## src/design/debug_pkg.sv

```systemverilog
package debug_pkg;

    // uart character and word sizes
    localparam int BYTE_W     = 8;
    localparam int WORD_W     = 32;
    localparam int WORD_BYTES = WORD_W / BYTE_W;
    localparam int BYTE_CNT_W = $clog2(WORD_BYTES);

    // instruction memory, 32 words
    localparam int IM_ADDR_W = 5;
    localparam int IM_DEPTH  = 1 << IM_ADDR_W;

    // baud timing, small values so a bit is 64 clocks in simulation
    localparam int CLKS_PER_TICK = 4;
    localparam int TICK_CNT_W    = $clog2(CLKS_PER_TICK);
    localparam int OVERSAMPLE    = 16;
    localparam int OVS_CNT_W     = $clog2(OVERSAMPLE);
    localparam int BIT_CNT_W     = $clog2(BYTE_W);

    // fetch stops on this word
    localparam logic [WORD_W-1:0] HALT_WORD = '1;

    // host command opcodes, ascii
    typedef enum logic [7:0] {
        CMD_LOAD  = 8'h4C,
        CMD_CLEAR = 8'h43,
        CMD_STEP  = 8'h53,
        CMD_RUN   = 8'h52,
        CMD_PC    = 8'h50,
        CMD_INSTR = 8'h49
    } cmd_e;

    typedef enum logic [2:0] {DU_IDLE, DU_LOAD, DU_RUN, DU_SEND, DU_WAIT_TX} du_state_e;

    // uart state machines
    typedef enum logic [1:0] {RX_IDLE, RX_START, RX_DATA, RX_STOP} rx_state_e;
    typedef enum logic [1:0] {TX_IDLE, TX_START, TX_DATA, TX_STOP} tx_state_e;

endpackage
```

## src/design/debug_top.sv

```systemverilog
`timescale 1ns/100ps

module debug_top
    import debug_pkg::*;
(
    input  logic i_clock,
    input  logic i_reset,
    input  logic i_uart_rx,
    output logic o_uart_tx
);

    logic                 tick;
    // uart to debug unit
    logic                 rx_done;
    logic [BYTE_W-1:0]    rx_data;
    logic                 tx_start;
    logic [BYTE_W-1:0]    tx_data;
    logic                 tx_busy;
    logic                 tx_done;
    // debug unit to memory
    logic                 im_write_enable;
    logic [IM_ADDR_W-1:0] im_addr;
    logic [WORD_W-1:0]    im_data;
    // fetch control and status
    logic                 step;
    logic                 run;
    logic                 pc_clear;
    logic                 halt;
    logic [IM_ADDR_W-1:0] pc_addr;
    logic [WORD_W-1:0]    pc;
    logic [WORD_W-1:0]    instruction;

    baud_rate_generator baud_rate_generator_1 (.i_clock(i_clock), .i_reset(i_reset),
        .o_tick(tick));

    uart_rx uart_rx_1 (.i_clock(i_clock), .i_reset(i_reset), .i_tick(tick),
        .i_rx(i_uart_rx), .o_rx_data(rx_data), .o_rx_done(rx_done));

    uart_tx uart_tx_1 (.i_clock(i_clock), .i_reset(i_reset), .i_tick(tick),
        .i_tx_start(tx_start), .i_tx_data(tx_data), .o_tx(o_uart_tx),
        .o_tx_busy(tx_busy), .o_tx_done(tx_done));

    debug_unit debug_unit_1 (.i_clock(i_clock), .i_reset(i_reset),
        .i_rx_done(rx_done), .i_rx_data(rx_data), .i_tx_done(tx_done),
        .i_tx_busy(tx_busy), .i_halt(halt), .i_pc(pc), .i_instruction(instruction),
        .o_tx_start(tx_start), .o_tx_data(tx_data), .o_im_write_enable(im_write_enable),
        .o_im_addr(im_addr), .o_im_data(im_data), .o_step(step), .o_run(run),
        .o_pc_clear(pc_clear));

    instruction_memory instruction_memory_1 (.i_clock(i_clock),
        .i_write_enable(im_write_enable), .i_write_addr(im_addr), .i_write_data(im_data),
        .i_read_addr(pc_addr), .o_read_data(instruction));

    fetch_unit fetch_unit_1 (.i_clock(i_clock), .i_reset(i_reset), .i_pc_clear(pc_clear),
        .i_step(step), .i_run(run), .i_instruction(instruction), .o_pc_addr(pc_addr),
        .o_pc(pc), .o_halt(halt));

endmodule

```

## src/design/debug_unit.sv

```systemverilog
`timescale 1ns/100ps

module debug_unit
    import debug_pkg::*;
(
    input  logic                 i_clock,
    input  logic                 i_reset,
    input  logic                 i_rx_done,
    input  logic [BYTE_W-1:0]    i_rx_data,
    input  logic                 i_tx_done,
    input  logic                 i_tx_busy,
    input  logic                 i_halt,
    input  logic [WORD_W-1:0]    i_pc,
    input  logic [WORD_W-1:0]    i_instruction,
    output logic                 o_tx_start,
    output logic [BYTE_W-1:0]    o_tx_data,
    output logic                 o_im_write_enable,
    output logic [IM_ADDR_W-1:0] o_im_addr,
    output logic [WORD_W-1:0]    o_im_data,
    output logic                 o_step,
    output logic                 o_run,
    output logic                 o_pc_clear
);

    du_state_e             state;
    // shared by load and send, one word is four bytes
    logic [BYTE_CNT_W-1:0] byte_cnt;
    // next free word of the instruction memory
    logic [IM_ADDR_W-1:0]  load_ptr;
    // response word, shifted out lsb first
    logic [WORD_W-1:0]     send_word;

    logic last_byte;
    assign last_byte = (byte_cnt == BYTE_CNT_W'(WORD_BYTES - 1));

    // write address is the load pointer itself
    assign o_im_addr = load_ptr;

    always_ff @(posedge i_clock) begin
        if (i_reset) begin
            state             <= DU_IDLE;
            byte_cnt          <= '0;
            load_ptr          <= '0;
            o_tx_start        <= 1'b0;
            o_im_write_enable <= 1'b0;
            o_step            <= 1'b0;
            o_run             <= 1'b0;
            o_pc_clear        <= 1'b0;
        end else begin
            // strobes last one clock
            o_tx_start        <= 1'b0;
            o_im_write_enable <= 1'b0;
            o_step            <= 1'b0;
            o_pc_clear        <= 1'b0;
            // pointer moves past the word just written
            if (o_im_write_enable) begin
                load_ptr <= load_ptr + 1'b1;
            end
            case (state)
                DU_IDLE: begin
                    if (i_rx_done) begin
                        case (cmd_e'(i_rx_data))
                            CMD_LOAD: begin
                                state    <= DU_LOAD;
                                byte_cnt <= '0;
                            end
                            CMD_CLEAR: begin
                                o_pc_clear <= 1'b1;
                                load_ptr   <= '0;
                            end
                            CMD_STEP: o_step <= 1'b1;
                            CMD_RUN: begin
                                state <= DU_RUN;
                                o_run <= 1'b1;
                            end
                            CMD_PC: begin
                                send_word <= i_pc;
                                state     <= DU_SEND;
                            end
                            CMD_INSTR: begin
                                send_word <= i_instruction;
                                state     <= DU_SEND;
                            end
                            // unknown bytes are ignored
                            default: state <= DU_IDLE;
                        endcase
                    end
                end
                DU_LOAD: begin
                    if (i_rx_done) begin
                        // first byte ends up in the low lane
                        o_im_data <= {i_rx_data, o_im_data[WORD_W-1:BYTE_W]};
                        if (last_byte) begin
                            o_im_write_enable <= 1'b1;
                            byte_cnt          <= '0;
                            state             <= DU_IDLE;
                        end else begin
                            byte_cnt <= byte_cnt + 1'b1;
                        end
                    end
                end
                DU_RUN: begin
                    // fetch has stopped on the halt word
                    if (i_halt) begin
                        o_run     <= 1'b0;
                        send_word <= i_pc;
                        state     <= DU_SEND;
                    end
                end
                DU_SEND: begin
                    // first byte of a response
                    if (!i_tx_busy) begin
                        o_tx_start <= 1'b1;
                        o_tx_data  <= send_word[BYTE_W-1:0];
                        send_word  <= send_word >> BYTE_W;
                        byte_cnt   <= '0;
                        state      <= DU_WAIT_TX;
                    end
                end
                DU_WAIT_TX: begin
                    if (i_tx_done) begin
                        if (last_byte) begin
                            byte_cnt <= '0;
                            state    <= DU_IDLE;
                        end else begin
                            // next byte right behind the previous stop bit
                            o_tx_start <= 1'b1;
                            o_tx_data  <= send_word[BYTE_W-1:0];
                            send_word  <= send_word >> BYTE_W;
                            byte_cnt   <= byte_cnt + 1'b1;
                        end
                    end
                end
                default: state <= DU_IDLE;
            endcase
        end
    end

    // step and run never drive fetch together
    a_run_step_excl: assert property (@(posedge i_clock) disable iff (i_reset)
        !(o_run && o_step));

endmodule

```

## src/design/fetch_unit.sv

```systemverilog
`timescale 1ns/100ps

module fetch_unit
    import debug_pkg::*;
(
    input  logic                 i_clock,
    input  logic                 i_reset,
    input  logic                 i_pc_clear,
    input  logic                 i_step,
    input  logic                 i_run,
    input  logic [WORD_W-1:0]    i_instruction,
    output logic [IM_ADDR_W-1:0] o_pc_addr,
    output logic [WORD_W-1:0]    o_pc,
    output logic                 o_halt
);

    // word address, wraps at the memory depth
    logic [IM_ADDR_W-1:0] pc;

    // halt decode on the fetched word
    assign o_halt = (i_instruction == HALT_WORD);

    always_ff @(posedge i_clock) begin
        if (i_reset || i_pc_clear) begin
            pc <= '0;
        end else if (!o_halt && (i_step || i_run)) begin
            // one word per step pulse or per clock in run
            pc <= pc + 1'b1;
        end
    end

    assign o_pc_addr = pc;
    // zero extended for the host
    assign o_pc      = {{(WORD_W - IM_ADDR_W){1'b0}}, pc};

    // halt freezes fetch, only clear moves the pc
    a_halt_holds_pc: assert property (@(posedge i_clock) disable iff (i_reset)
        (o_halt && !i_pc_clear) |=> (pc == $past(pc)));

endmodule

```

## src/design/instruction_memory.sv

```systemverilog
`timescale 1ns/100ps

module instruction_memory
    import debug_pkg::*;
(
    input  logic                 i_clock,
    input  logic                 i_write_enable,
    input  logic [IM_ADDR_W-1:0] i_write_addr,
    input  logic [WORD_W-1:0]    i_write_data,
    input  logic [IM_ADDR_W-1:0] i_read_addr,
    output logic [WORD_W-1:0]    o_read_data
);

    // program storage, contents unknown after power up
    logic [WORD_W-1:0] mem [IM_DEPTH];

    // write port, loaded by the debug unit
    always_ff @(posedge i_clock) begin
        if (i_write_enable) begin
            mem[i_write_addr] <= i_write_data;
        end
    end

    // read port follows the pc in the same cycle
    assign o_read_data = mem[i_read_addr];

endmodule

```

## src/design/uart_tx.sv

```systemverilog
`timescale 1ns/100ps

module uart_tx
    import debug_pkg::*;
(
    input  logic              i_clock,
    input  logic              i_reset,
    input  logic              i_tick,
    input  logic              i_tx_start,
    input  logic [BYTE_W-1:0] i_tx_data,
    output logic              o_tx,
    output logic              o_tx_busy,
    output logic              o_tx_done
);

    tx_state_e            state;
    logic [OVS_CNT_W-1:0] tick_cnt;
    logic [BIT_CNT_W-1:0] bit_cnt;
    logic [BYTE_W-1:0]    shift;

    // end of a bit period
    logic bit_end;
    assign bit_end = i_tick && (tick_cnt == OVS_CNT_W'(OVERSAMPLE - 1));

    always_ff @(posedge i_clock) begin
        if (i_reset) begin
            state     <= TX_IDLE;
            tick_cnt  <= '0;
            bit_cnt   <= '0;
            o_tx      <= 1'b1;
            o_tx_done <= 1'b0;
        end else begin
            o_tx_done <= 1'b0;
            if (i_tick) begin
                tick_cnt <= tick_cnt + 1'b1;
            end
            case (state)
                TX_IDLE: begin
                    if (i_tx_start) begin
                        // start bit goes out at once
                        state    <= TX_START;
                        shift    <= i_tx_data;
                        tick_cnt <= '0;
                        o_tx     <= 1'b0;
                    end
                end
                TX_START: begin
                    if (bit_end) begin
                        state   <= TX_DATA;
                        bit_cnt <= '0;
                        o_tx    <= shift[0];
                    end
                end
                TX_DATA: begin
                    if (bit_end) begin
                        if (bit_cnt == BIT_CNT_W'(BYTE_W - 1)) begin
                            // stop bit
                            state <= TX_STOP;
                            o_tx  <= 1'b1;
                        end else begin
                            bit_cnt <= bit_cnt + 1'b1;
                            shift   <= shift >> 1;
                            o_tx    <= shift[1];
                        end
                    end
                end
                TX_STOP: begin
                    // done lands together with the return to idle
                    if (bit_end) begin
                        state     <= TX_IDLE;
                        o_tx_done <= 1'b1;
                    end
                end
                default: state <= TX_IDLE;
            endcase
        end
    end

    assign o_tx_busy = (state != TX_IDLE);

    // the debug unit must wait for a finished frame
    a_no_start_busy: assert property (@(posedge i_clock) disable iff (i_reset)
        i_tx_start |-> !o_tx_busy);

endmodule

```

## src/design/uart_rx.sv

```systemverilog
`timescale 1ns/100ps

module uart_rx
    import debug_pkg::*;
(
    input  logic              i_clock,
    input  logic              i_reset,
    input  logic              i_tick,
    input  logic              i_rx,
    output logic [BYTE_W-1:0] o_rx_data,
    output logic              o_rx_done
);

    rx_state_e             state;
    // tick count inside a bit
    logic [OVS_CNT_W-1:0]  tick_cnt;
    // data bit index
    logic [BIT_CNT_W-1:0]  bit_cnt;
    logic [BYTE_W-1:0]     shift;
    // two stage sync on the serial line
    logic                  rx_meta;
    logic                  rx_sync;

    always_ff @(posedge i_clock) begin
        if (i_reset) begin
            // idle line is high
            rx_meta <= 1'b1;
            rx_sync <= 1'b1;
        end else begin
            rx_meta <= i_rx;
            rx_sync <= rx_meta;
        end
    end

    always_ff @(posedge i_clock) begin
        if (i_reset) begin
            state     <= RX_IDLE;
            tick_cnt  <= '0;
            bit_cnt   <= '0;
            o_rx_done <= 1'b0;
        end else begin
            o_rx_done <= 1'b0;
            case (state)
                RX_IDLE: begin
                    // falling edge starts a frame
                    if (!rx_sync) begin
                        state    <= RX_START;
                        tick_cnt <= '0;
                    end
                end
                RX_START: begin
                    if (i_tick) begin
                        if (tick_cnt == OVS_CNT_W'(OVERSAMPLE / 2 - 1)) begin
                            // mid start bit, glitch goes back to idle
                            state    <= rx_sync ? RX_IDLE : RX_DATA;
                            tick_cnt <= '0;
                            bit_cnt  <= '0;
                        end else begin
                            tick_cnt <= tick_cnt + 1'b1;
                        end
                    end
                end
                RX_DATA: begin
                    if (i_tick) begin
                        if (tick_cnt == OVS_CNT_W'(OVERSAMPLE - 1)) begin
                            tick_cnt <= '0;
                            // lsb first, shift in from the top
                            shift    <= {rx_sync, shift[BYTE_W-1:1]};
                            if (bit_cnt == BIT_CNT_W'(BYTE_W - 1)) begin
                                state <= RX_STOP;
                            end else begin
                                bit_cnt <= bit_cnt + 1'b1;
                            end
                        end else begin
                            tick_cnt <= tick_cnt + 1'b1;
                        end
                    end
                end
                RX_STOP: begin
                    if (i_tick) begin
                        if (tick_cnt == OVS_CNT_W'(OVERSAMPLE - 1)) begin
                            state <= RX_IDLE;
                            // framing error drops the byte
                            if (rx_sync) begin
                                o_rx_done <= 1'b1;
                                o_rx_data <= shift;
                            end
                        end else begin
                            tick_cnt <= tick_cnt + 1'b1;
                        end
                    end
                end
                default: state <= RX_IDLE;
            endcase
        end
    end

    // a byte is reported once
    a_rx_done_pulse: assert property (@(posedge i_clock) disable iff (i_reset)
        o_rx_done |=> !o_rx_done);

endmodule

```

## src/design/baud_rate_generator.sv

```systemverilog
`timescale 1ns/100ps

module baud_rate_generator
    import debug_pkg::*;
(
    input  logic i_clock,
    input  logic i_reset,
    output logic o_tick
);

    // clocks inside one oversampling tick
    logic [TICK_CNT_W-1:0] count;

    always_ff @(posedge i_clock) begin
        if (i_reset) begin
            count <= '0;
        end else if (count == TICK_CNT_W'(CLKS_PER_TICK - 1)) begin
            // wrap back to zero
            count <= '0;
        end else begin
            count <= count + 1'b1;
        end
    end

    // one clock wide, shared by rx and tx
    assign o_tick = (count == TICK_CNT_W'(CLKS_PER_TICK - 1));

endmodule

```

## config.mk

```make
export PLATFORM = sky130hd
export DESIGN_NAME = debug_top
export DESIGN_NICKNAME = d
export VERILOG_FILES = /design/src/design/debug_pkg.sv /design/src/design/debug_top.sv /design/src/design/debug_unit.sv /design/src/design/fetch_unit.sv /design/src/design/instruction_memory.sv /design/src/design/uart_tx.sv /design/src/design/uart_rx.sv /design/src/design/baud_rate_generator.sv
export SDC_FILE = /design/constraint.sdc
export NUM_CORES = 1
export LEC_CHECK = 0
export ABC_AREA = 1
export BUFFER_PORTS_ARGS = -buffer_cell sky130_fd_sc_hd__buf_2
export CAP_MARGIN = 5
export CORE_MARGIN = 2
export CORE_UTILIZATION = 35
export DETAILED_ROUTE_END_ITERATION = 8
export GPL_TIMING_DRIVEN = 0
export SLEW_MARGIN = 30
export SYNTH_ARGS = -nofsm -noshare
export SYNTH_HDL_FRONTEND = slang
export SYNTH_SLANG_ARGS = --single-unit
```

## constraint.sdc

```tcl
create_clock -name i_clock -period 6.1 [get_ports i_clock]
set_input_delay 0.61 -clock i_clock [delete_from_list [all_inputs] [get_ports i_clock]]
set_output_delay 0.61 -clock i_clock [all_outputs]
set_load 0.1 [all_outputs]
```

# Yosys cells after proc, flatten, opt, wreduce, memory -nomap -nowiden
# Memory sizes are Yosys's and may differ from the RTL's. A register that Yosys moved wholly into a read port is not among the register bits.
# Index checks and enable logic that the tools add are counted.
op_classes:
  add_sub_neg: 8
  n_eq_ne: 50
  n_mux: 93
  n_bitwise: 8
  reduce_logical: 39
op_table:
  columns: ["operator", "n"]
  rows:
  - ["$mux 32", 5]
  - ["$pmux 32 s4", 1]
  - ["$pmux 32 s2", 1]
  - ["$eq 8x7->1 const B", 6]
  - ["$mux 8", 6]
  - ["$mux 3", 14]
  - ["$mux 2", 20]
  - ["$mux 4", 10]
  - ["$eq 32x32->1 const B", 1]
  - ["$pmux 8 s2", 2]
  - ["$mux 5", 6]
  - ["$ne 2x1->1 const B", 13]
  - ["$reduce_and 5->1", 5]
  - ["$ne 2x2->1 const B", 12]
  - ["$pmux 2 s4", 3]
  - ["$reduce_and 6->1", 3]
  - ["$mux 1", 17]
  - ["$pmux 4 s4", 1]
  - ["$reduce_and 4->1", 4]
  - ["$reduce_and 8->1", 2]
  - ["$pmux 3 s5", 1]
  - ["$eq 2x2->1 const B", 6]
  - ["$pmux 3 s2", 2]
  - ["$pmux 3 s4", 1]
  - ["26 further kinds", 56]
totals:
  reg_bits: 141
  mem_bits_rw: 1024
  in_bits: 3
  output_inout_bits: 1
  elab_cells: 226
  memories: 1
mem_list:
  columns: ["memory", "depth", "width", "read_ports", "rd_ports_with_merged_regs", "wr", "line", "rtl"]
  rows:
  - ["instruction_memory_1.mem", 32, 32, 1, 1, 1, "instruction_memory.sv:15", "logic [WORD_W-1:0] mem [IM_DEPTH];"]

# Logic depth before layout (Yosys ltp)
# Gate-level depths: netlist (run 1).
logic_depth:
  depth_word: 5
  mapped_depth: 22
  mapped_depth_nobuf: 19

# By module
# Synthesis (run 1) repeated with hierarchy kept, for this count alone.
unflattened:
  cells_unflattened: 4260
  hier_area_um2: 48595.4
by_module_without_submodules:
  columns: ["module", "n_inst", "cells_each", "area_per_inst_um2", "seq_area_each_um2"]
  rows:
  - ["instruction_memory", 1, 3504, 41765.1, 30749.5]
  - ["debug_unit", 1, 404, 3995.1, 2462.4]
  - ["uart_rx", 1, 112, 1129.8, 720.7]
  - ["uart_tx", 1, 129, 1004.7, 460.4]
  - ["fetch_unit", 1, 102, 625.6, 100.1]
  - ["baud_rate_generator", 1, 9, 75.1, 40.0]

# Least setup slack after synthesis (run 1)
# Ideal clock, no wire load.
synth_timing:
  path_kind: "reg-to-reg"
  startpoint: "reg with a tool-made name"
  endpoint: "reg debug_unit_1.send_word[0], enable pin"
  setup_ps: 461
  arrival_ps: 3994
  t_required_ps: 5639
  setup_slack_ps: 1645
  stages_incl_launch_ff: 20
  n_path_buf: 3
  synth_period_minus_slack_ps: 4455
  path_cell_list: "dfxtp_1 buf_2 inv_2 buf_2 clkbuf_1 nand3_1 nand3_1 nand2_1 nand2_1 nand2_1 nand2_1 nand2_1 nand2_1 nor2_1 nand2_1 nor2_2 nand2_2 nand2_2 nand2_1 nor3_1"
synth_lines:
  columns: ["element", "line", "rtl"]
  rows:
  - ["to (signal assigned)", "debug_unit.sv:77", "send_word <= i_pc;"]
  - ["to (signal assigned)", "debug_unit.sv:81", "send_word <= i_instruction;"]
  - ["to (signal assigned)", "debug_unit.sv:106", "send_word <= i_pc;"]
  - ["to (decl)", "debug_unit.sv:31", "logic [WORD_W-1:0] send_word;"]

==> results of run 1 <==
stage by stage:
stage	cells	setup WS, ns	TNS, ns	utilization, %
after floorplan	4089	1.65	0	-
after global placement	5872	-2.58	-334.53	36.8
after detailed placement	6017	1.63	0	39.0
after CTS	6236	1.59	0	41.9
after global routing	6246	1.27	0	41.9
final	6246	1.45	0	41.9
layout make-up:
cell class	instances	area, um^2	area share [%]
clock inverters	70	688	1.22
clock buffers	149	3160	5.58
well taps	1781	2230	3.94
repair buffers	157	2810	4.96
multi-input cells	2598	11500	20.3
flip-flops and latches	1170	34600	61.2
inverters	86	328	0.579
plain buffers	235	1260	2.22
sequential cells by signal, summed over array words and instances (netlist names), 5 cells and up, named ones only:
signal,flops
debug_unit_1.o_im_addr,5
debug_unit_1.o_im_data,32
uart_rx_1.o_rx_data,8
debug_unit_1.send_word,32
uart_tx_1.shift,8
fetch_unit_1.o_pc_addr,5
instruction_memory_1.mem,1024
uart_rx_1.shift,8
debug_unit_1.o_tx_data,8
report_power, final:
part           switching, mW  internal, mW  total, mW
logic                  0.529         0.201      0.730
clock network           3.13          4.16       7.29
registers             0.0222          8.71       8.73
total                   3.68          13.1       16.8
worst reg2reg max path, cell delays in order, from the launching register on:
cell	delay [ns]
dfxtp_1	0.35
inv_1	0.09
buf_2	0.45
buf_1	0.75
nand3_1	0.21
nand2_1	0.16
nand2_1	0.06
nand2_1	0.16
nand2_1	0.07
nand2_1	0.26
nand2_1	0.10
nor2_1	0.09
nand2_1	0.07
nor2_2	0.19
nand2_2	0.13
nand2_2	0.13
nand2_1	0.08
nor3_2	0.49
buf_4	0.31
buf_4	0.21
Yosys cell counts (2+ instances only):
cell,instances,share of area [%]
buf_6,19,0.45
buf_4,33,0.52
o211ai_1,8,0.13
edfxtp_1,1120,71
o21ai_1,2,0.021
o31ai_1,3,0.047
a211oi_1,2,0.032
nor2_2,2,0.026
nand2_1,1529,12
inv_1,82,0.65
o211a_1,2,0.042
nor3b_1,2,0.032
nand2_2,4,0.053
nor4_1,7,0.092
clkbuf_1,59,0.47
or2_2,3,0.040
ha_1,18,0.47
nand4_1,5,0.066
o21ai_0,58,0.61
xor2_1,6,0.11
nor2_1,83,0.66
nor3_1,17,0.18
dfxtp_1,50,2.1
inv_2,3,0.024
nand3_1,797,8.4
a21oi_1,42,0.44
buf_1,36,0.28
buf_2,88,0.93
worst max path at each step:
stage	from	to	slack (ns)	depth (start not counted)
2_1_floorplan	flop	debug_unit_1.send_word[0]	1.65	19
3_3_place_gp	debug_unit_1.o_im_write_enable	instruction_memory_1.mem[15][7]	-2.58	5
3_5_place_dp	flop	debug_unit_1.send_word[28]	1.63	19
4_1_cts	flop	debug_unit_1.send_word[19]	1.59	19
5_1_grt	flop	debug_unit_1.send_word[6]	1.27	19
6_report	flop	debug_unit_1.send_word[19]	1.45	19
routing by layer:
layer	up-vias	track usage, %	wire [um]
li1	14800	-	-
met1	16500	31.3	61600
met2	2064	35.1	70900
met3	327	3.53	17500
met4	0	8.58	6800
met5	-	0	0
logic make-up (layout without fill, tap and decap cells):
group	after synthesis	in the layout
AOI/OAI and AO/OA	121	121
xor gates and xnor gates	7	7
adders and majority gates	18	18
buffers and inverters	321	697
DFF	1170	1170
muxes	1	1
and+or+nand+nor	2451	2451
==> results.py, run 1 <==
metrics = {
    "status": {
        "status": "completed",
    },
    "synth": {
        "synth_area_um2": 47500,
        "ys_warn_count": 0,
        "synth_top_family_by_area": "simple AND/OR/NAND/NOR gates",
        "synth_compound_area_share_pct": 1.39,
        "synth.area.mux_share_pct": 0.0211,
        "synthSimpleGateAreaFrac_pct": 21.7,
        "synthAdderAreaFrac_pct": 0.475,
        "synthXorXnorAreaFrac_pct": 0.129,
        "synthArstFlopShare_pct": 0,
        "synth_fp_nets": 4110,
        "synth-seq-cells": 1170,
        "ys.flop_type": "edfxtp_1",
        "synth_cells": 4089,
        "yosysSeqAreaShare_pct": 73.0,
        "avgSynthCellArea_um2": 11.6,
        "synth.distinct_cells": 37,
        "synth_edf_count": 1120,
    },
    "worst_hold_path": {
        "worstHoldStart": "i_uart_rx",
        "holdPathStages": 2,
        "min_to": "uart_rx_1.rx_meta",
        "hold_path_class": "primary input to flop",
    },
    "timing": {
        "fin_crit_sh_pct": 76.2,
        "max_slew_margin_pct": 30.7,
        "skew_ns": 0.0361,
        "fmax_ghz": 0.215,
        "setup_viol": 0,
        "rsz0062_at_grt": "no",
        "layout_min_cycle_time_ns": 4.65,
        "slew_viol_final": 0,
        "hold_violations": 0,
        "tightestPinTransition_ns": 1.04,
        "holdWs_ns": 0.130,
    },
    "global_route": {
        "grt_pass1_wl_mm": 222,
        "antenna_found_initial": 4,
        "grt_pass1_vias": 31000,
        "track_usage_pct": 22.4,
        "overflow": 0,
        "grt_start_max_net_pins": 34,
    },
    "setup_path": {
        "crit_path_end_kind": "flop",
        "r2r_slack_ns": 1.45,
        "rr_worst_depth": 19,
        "worstPathMaxFanout": 10,
        "worst_path_max_delay_cell": "buf_1",
        "crit_type": "flop to flop",
        "slowest_delay_ns": 0.75,
        "critPathLaunchType": "flop",
        "arrival_ns": 5.08,
        "r2r_end": "debug_unit_1.send_word[19]",
        "crit_chain": "inv_1 -> buf_2 -> buf_1 -> nand3_1 -> nand2_1 -> nand2_1 -> nand2_1 -> nand2_1 -> nand2_1 -> nand2_1 -> nor2_1 -> nand2_1 -> nor2_2 -> nand2_2 -> nand2_2 -> nand2_1 -> nor3_2 -> buf_4 -> buf_4",
        "crit_required_ns": 6.53,
        "path_buf_inv": 5,
        "critPathTopFamily": "simple AND/OR/NAND/NOR gates",
        "crit_path_frequent_cell": "nand2_1",
    },
    "routing": {
        "via_count": 33700,
        "wl_mm": 157,
        "drc": 0,
        "ant_nets": 0,
        "dr.pass1.iters": 8,
        "drt_iter0_markers": 4737,
        "post_drt_wl_per_cell_um": 25.1,
        "viasPerCell": 5.40,
    },
    "power": {
        "ir_drop_mv": 0.251,
        "power.total_mw": 16.8,
        "powerDensity_nw_per_um2": 296,
        "power_leakage_nw": 20.5,
    },
    "placement": {
        "dpl-instance-area_um2": 52600,
        "gp_congestion": 0.867,
        "dpl.hpwl_mm": 108,
        "numPortBuffers": 2,
    },
    "clock_tree": {
        "ctsHoldBuffers": 0,
        "cts_sinks": 1170,
        "root_buffer": "clkbuf_16",
        "cts_buffer_depth": 3,
        "cts_tree": "built",
        "cts_max_level": 3,
        "cts_made_buffers": 119,
        "cts_resized": 0,
        "post-cts-setup-buffer-count": 0,
        "clk_pin_slew_ns": 0.06,
        "clkLatencyLatePin_ns": 0.73,
    },
    "layout": {
        "final_area_um2": 56600,
        "layout_common_cells": "1529 x nand2_1, 1120 x edfxtp_1, 797 x nand3_1",
        "nNetsFinal": 4388,
        "drive_above_1_share_pct": 11.5,
        "final_common_cell": "nand2_1",
        "fill_cells": 12300,
        "areaGrowthSynthToFinish_pct": 19.3,
        "antenna_cells": 0,
    },
    "floorplan": {
        "std_cell_rows": 135,
        "die_w_um": 372,
        "top_level_ports": 4,
        "die_h_um": 372,
        "start_util_pct": 35.2,
        "dieArea_um2": 139000,
        "coreArea_um2": 135000,
    },
    "run": {
        "max_cap_violations": 0,
    },
}
No activity file was read; power rests on OpenSTA's default activity.
==> inputs of run 2 (changes only) <==
==> constraint.sdc (replaced) <==
create_clock -name i_clock -period 4 [get_ports i_clock]
set_input_delay 0.4 -clock i_clock [delete_from_list [all_inputs] [get_ports i_clock]]
set_output_delay 0.4 -clock i_clock [all_outputs]
set_load 0.1 [all_outputs]
==> run 2 against run 1 <==
Global-route usage grew 0.067 points; non-clock buffer count is 4 higher; cell count about the same; hold slack improved by 0.23 ns; clock skew is 0.0037 ns lower; critical path type unchanged.
==> results.py, run 2 (synthesis gave the netlist of run 1 again) <==
metrics = {
    "clock_tree": {
        "clk_pin_slew_ns": 0.06,
        "root_buffer": "clkbuf_16",
        "cts_made_buffers": 119,
        "clkLatencyLatePin_ns": 0.73,
        "cts_sinks": 1170,
        "cts_tree": "built",
        "cts_max_level": 3,
        "cts_buffer_depth": 3,
    },
    "global_route": {
        "overflow": 0,
        "grt_pass1_vias": 31700,
        "grt_start_max_net_pins": 34,
        "track_usage_pct": 22.5,
        "grt_pass1_wl_mm": 224,
        "antenna_found_initial": 2,
    },
    "floorplan": {
        "std_cell_rows": 135,
        "coreArea_um2": 135000,
        "start_util_pct": 35.2,
        "top_level_ports": 4,
        "die_w_um": 372,
        "die_h_um": 372,
        "dieArea_um2": 139000,
    },
    "timing": {
        "setup_viol": 0,
        "skew_ns": 0.0324,
        "slew_viol_final": 0,
        "rsz0062_at_grt": "no",
        "setup_tns_ns": 0,
        "hold_violations": 0,
        "holdWs_ns": 0.359,
        "fin_crit_sh_pct": 97.6,
        "layout_min_cycle_time_ns": 3.90,
        "fmax_ghz": 0.256,
        "tightestPinTransition_ns": 0.873,
        "max_slew_margin_pct": 41.3,
    },
    "run": {
        "max_cap_violations": 0,
    },
    "setup_path": {
        "critPathTopFamily": "simple AND/OR/NAND/NOR gates",
        "worst_path_max_delay_cell": "buf_1",
        "crit_type": "flop to flop",
        "worstPathMaxFanout": 13,
        "arrival_ns": 4.31,
        "crit_path_frequent_cell": "nand2_1",
        "crit_path_end_kind": "flop",
        "path_buf_inv": 4,
        "crit_chain": "buf_2 -> buf_1 -> nand3_1 -> nand2_1 -> nand2_1 -> nand2_1 -> nand2_1 -> nand2_1 -> nand2_1 -> nor2_1 -> nand2_1 -> nor2_2 -> nand2_2 -> nand2_2 -> nand2_1 -> nor3_4 -> buf_8 -> buf_8",
        "slowest_delay_ns": 0.54,
        "crit_required_ns": 4.41,
        "critPathLaunchType": "flop",
    },
    "layout": {
        "areaGrowthSynthToFinish_pct": 19.4,
        "final_common_cell": "nand2_1",
        "largest_reg_flops": 1024,
        "drive_above_1_share_pct": 12.5,
        "regMostFlops": "instruction_memory_1.mem",
        "reg.largest.list": "instruction_memory_1.mem x1024, debug_unit_1.o_im_data x32, debug_unit_1.send_word x32",
        "utilization_pct": 42.0,
        "layout_common_cells": "1525 x nand2_1, 1120 x edfxtp_1, 797 x nand3_1",
        "multiInputGateArea_um2": 11500,
        "nNetsFinal": 4392,
        "fill_cells": 12300,
        "final_area_um2": 56700,
        "ff_latch_area_um2": 34600,
    },
    "routing": {
        "ant_nets": 0,
        "viasPerCell": 5.36,
        "dr.pass1.iters": 6,
        "post_drt_wl_per_cell_um": 25.1,
        "drt_iter0_markers": 4495,
        "via_count": 33500,
        "drc": 0,
        "wl_mm": 157,
    },
    "placement": {
        "dpl.hpwl_mm": 108,
        "dpl-instance-area_um2": 52600,
        "gp_congestion": 0.871,
        "numPortBuffers": 2,
    },
    "power": {
        "power_leakage_nw": 20.6,
        "ir_drop_mv": 0.435,
        "powerDensity_nw_per_um2": 450,
    },
    "worst_hold_path": {
        "hold_path_class": "primary input to flop",
    },
    "status": {
        "status": "completed",
    },
}
run 2: cell count changes in the layout (fill, tap and decap cells not counted), sizes merged:
cell,before,now
clkinvlp,3,4
bufinv,12,13
clkinv,53,52
inv,88,90
diode,0,3
dlygate4sd3,0,1
clkbuf,208,213
buf,333,324
run 2: repair_timing:
action / CTS / global route
pin swaps: 1 / 0
setup endpoints to repair: 32 / 32
hold endpoints to repair: 1 / 0
gates resized for setup: 15 / 42
hold buffers: 1 / 0
buffers inserted: 1 / 0
run 2: power breakdown:
group          internal (mW)  switching, mW
Combinational          0.308          0.806
Clock                   6.29           4.76
Sequential              13.3         0.0340
run 2: stage by stage:
step / cells / total power, mW / setup slack (ns)
after floorplan: 4089 / 14.3 / 0.320
after global placement: 5872 / 14.6 / -4.41
after detailed placement: 6016 / 14.7 / -0.320
after CTS: 6233 / 25.5 / 0.153
after global routing: 6246 / 26.1 / 0.00470
final: 6249 / 25.5 / 0.0972
run 2: worst paths after layout:
path                          start                         end  slack (ns)  cells past startpoint
hold / removal              i_reset         uart_rx_1.o_rx_done        0.36                      2
setup / recovery               flop  debug_unit_1.send_word[12]         0.1                     18
hold reg to reg   uart_rx_1.rx_meta           uart_rx_1.rx_sync        0.41                      1
setup reg to reg               flop  debug_unit_1.send_word[12]         0.1                     18
run 2: layer usage:
metal,global-route usage (%),part of all wire [%]
met1,30.0,39
met2,35.8,46
met3,4.34,10
met4,9.56,4.7
met5,0,0
run 2: cell type report:
type                    count  share of cell area (%)
flip-flops and latches   1170                    61.1
multi-input cells        2598                    20.3
clock buffers             142                    5.43
repair buffers            161                    4.98
well taps                1781                    3.93
plain buffers             235                    2.32
clock inverters            73                    1.28
inverters                  86                   0.579
diodes                      3                  0.0133
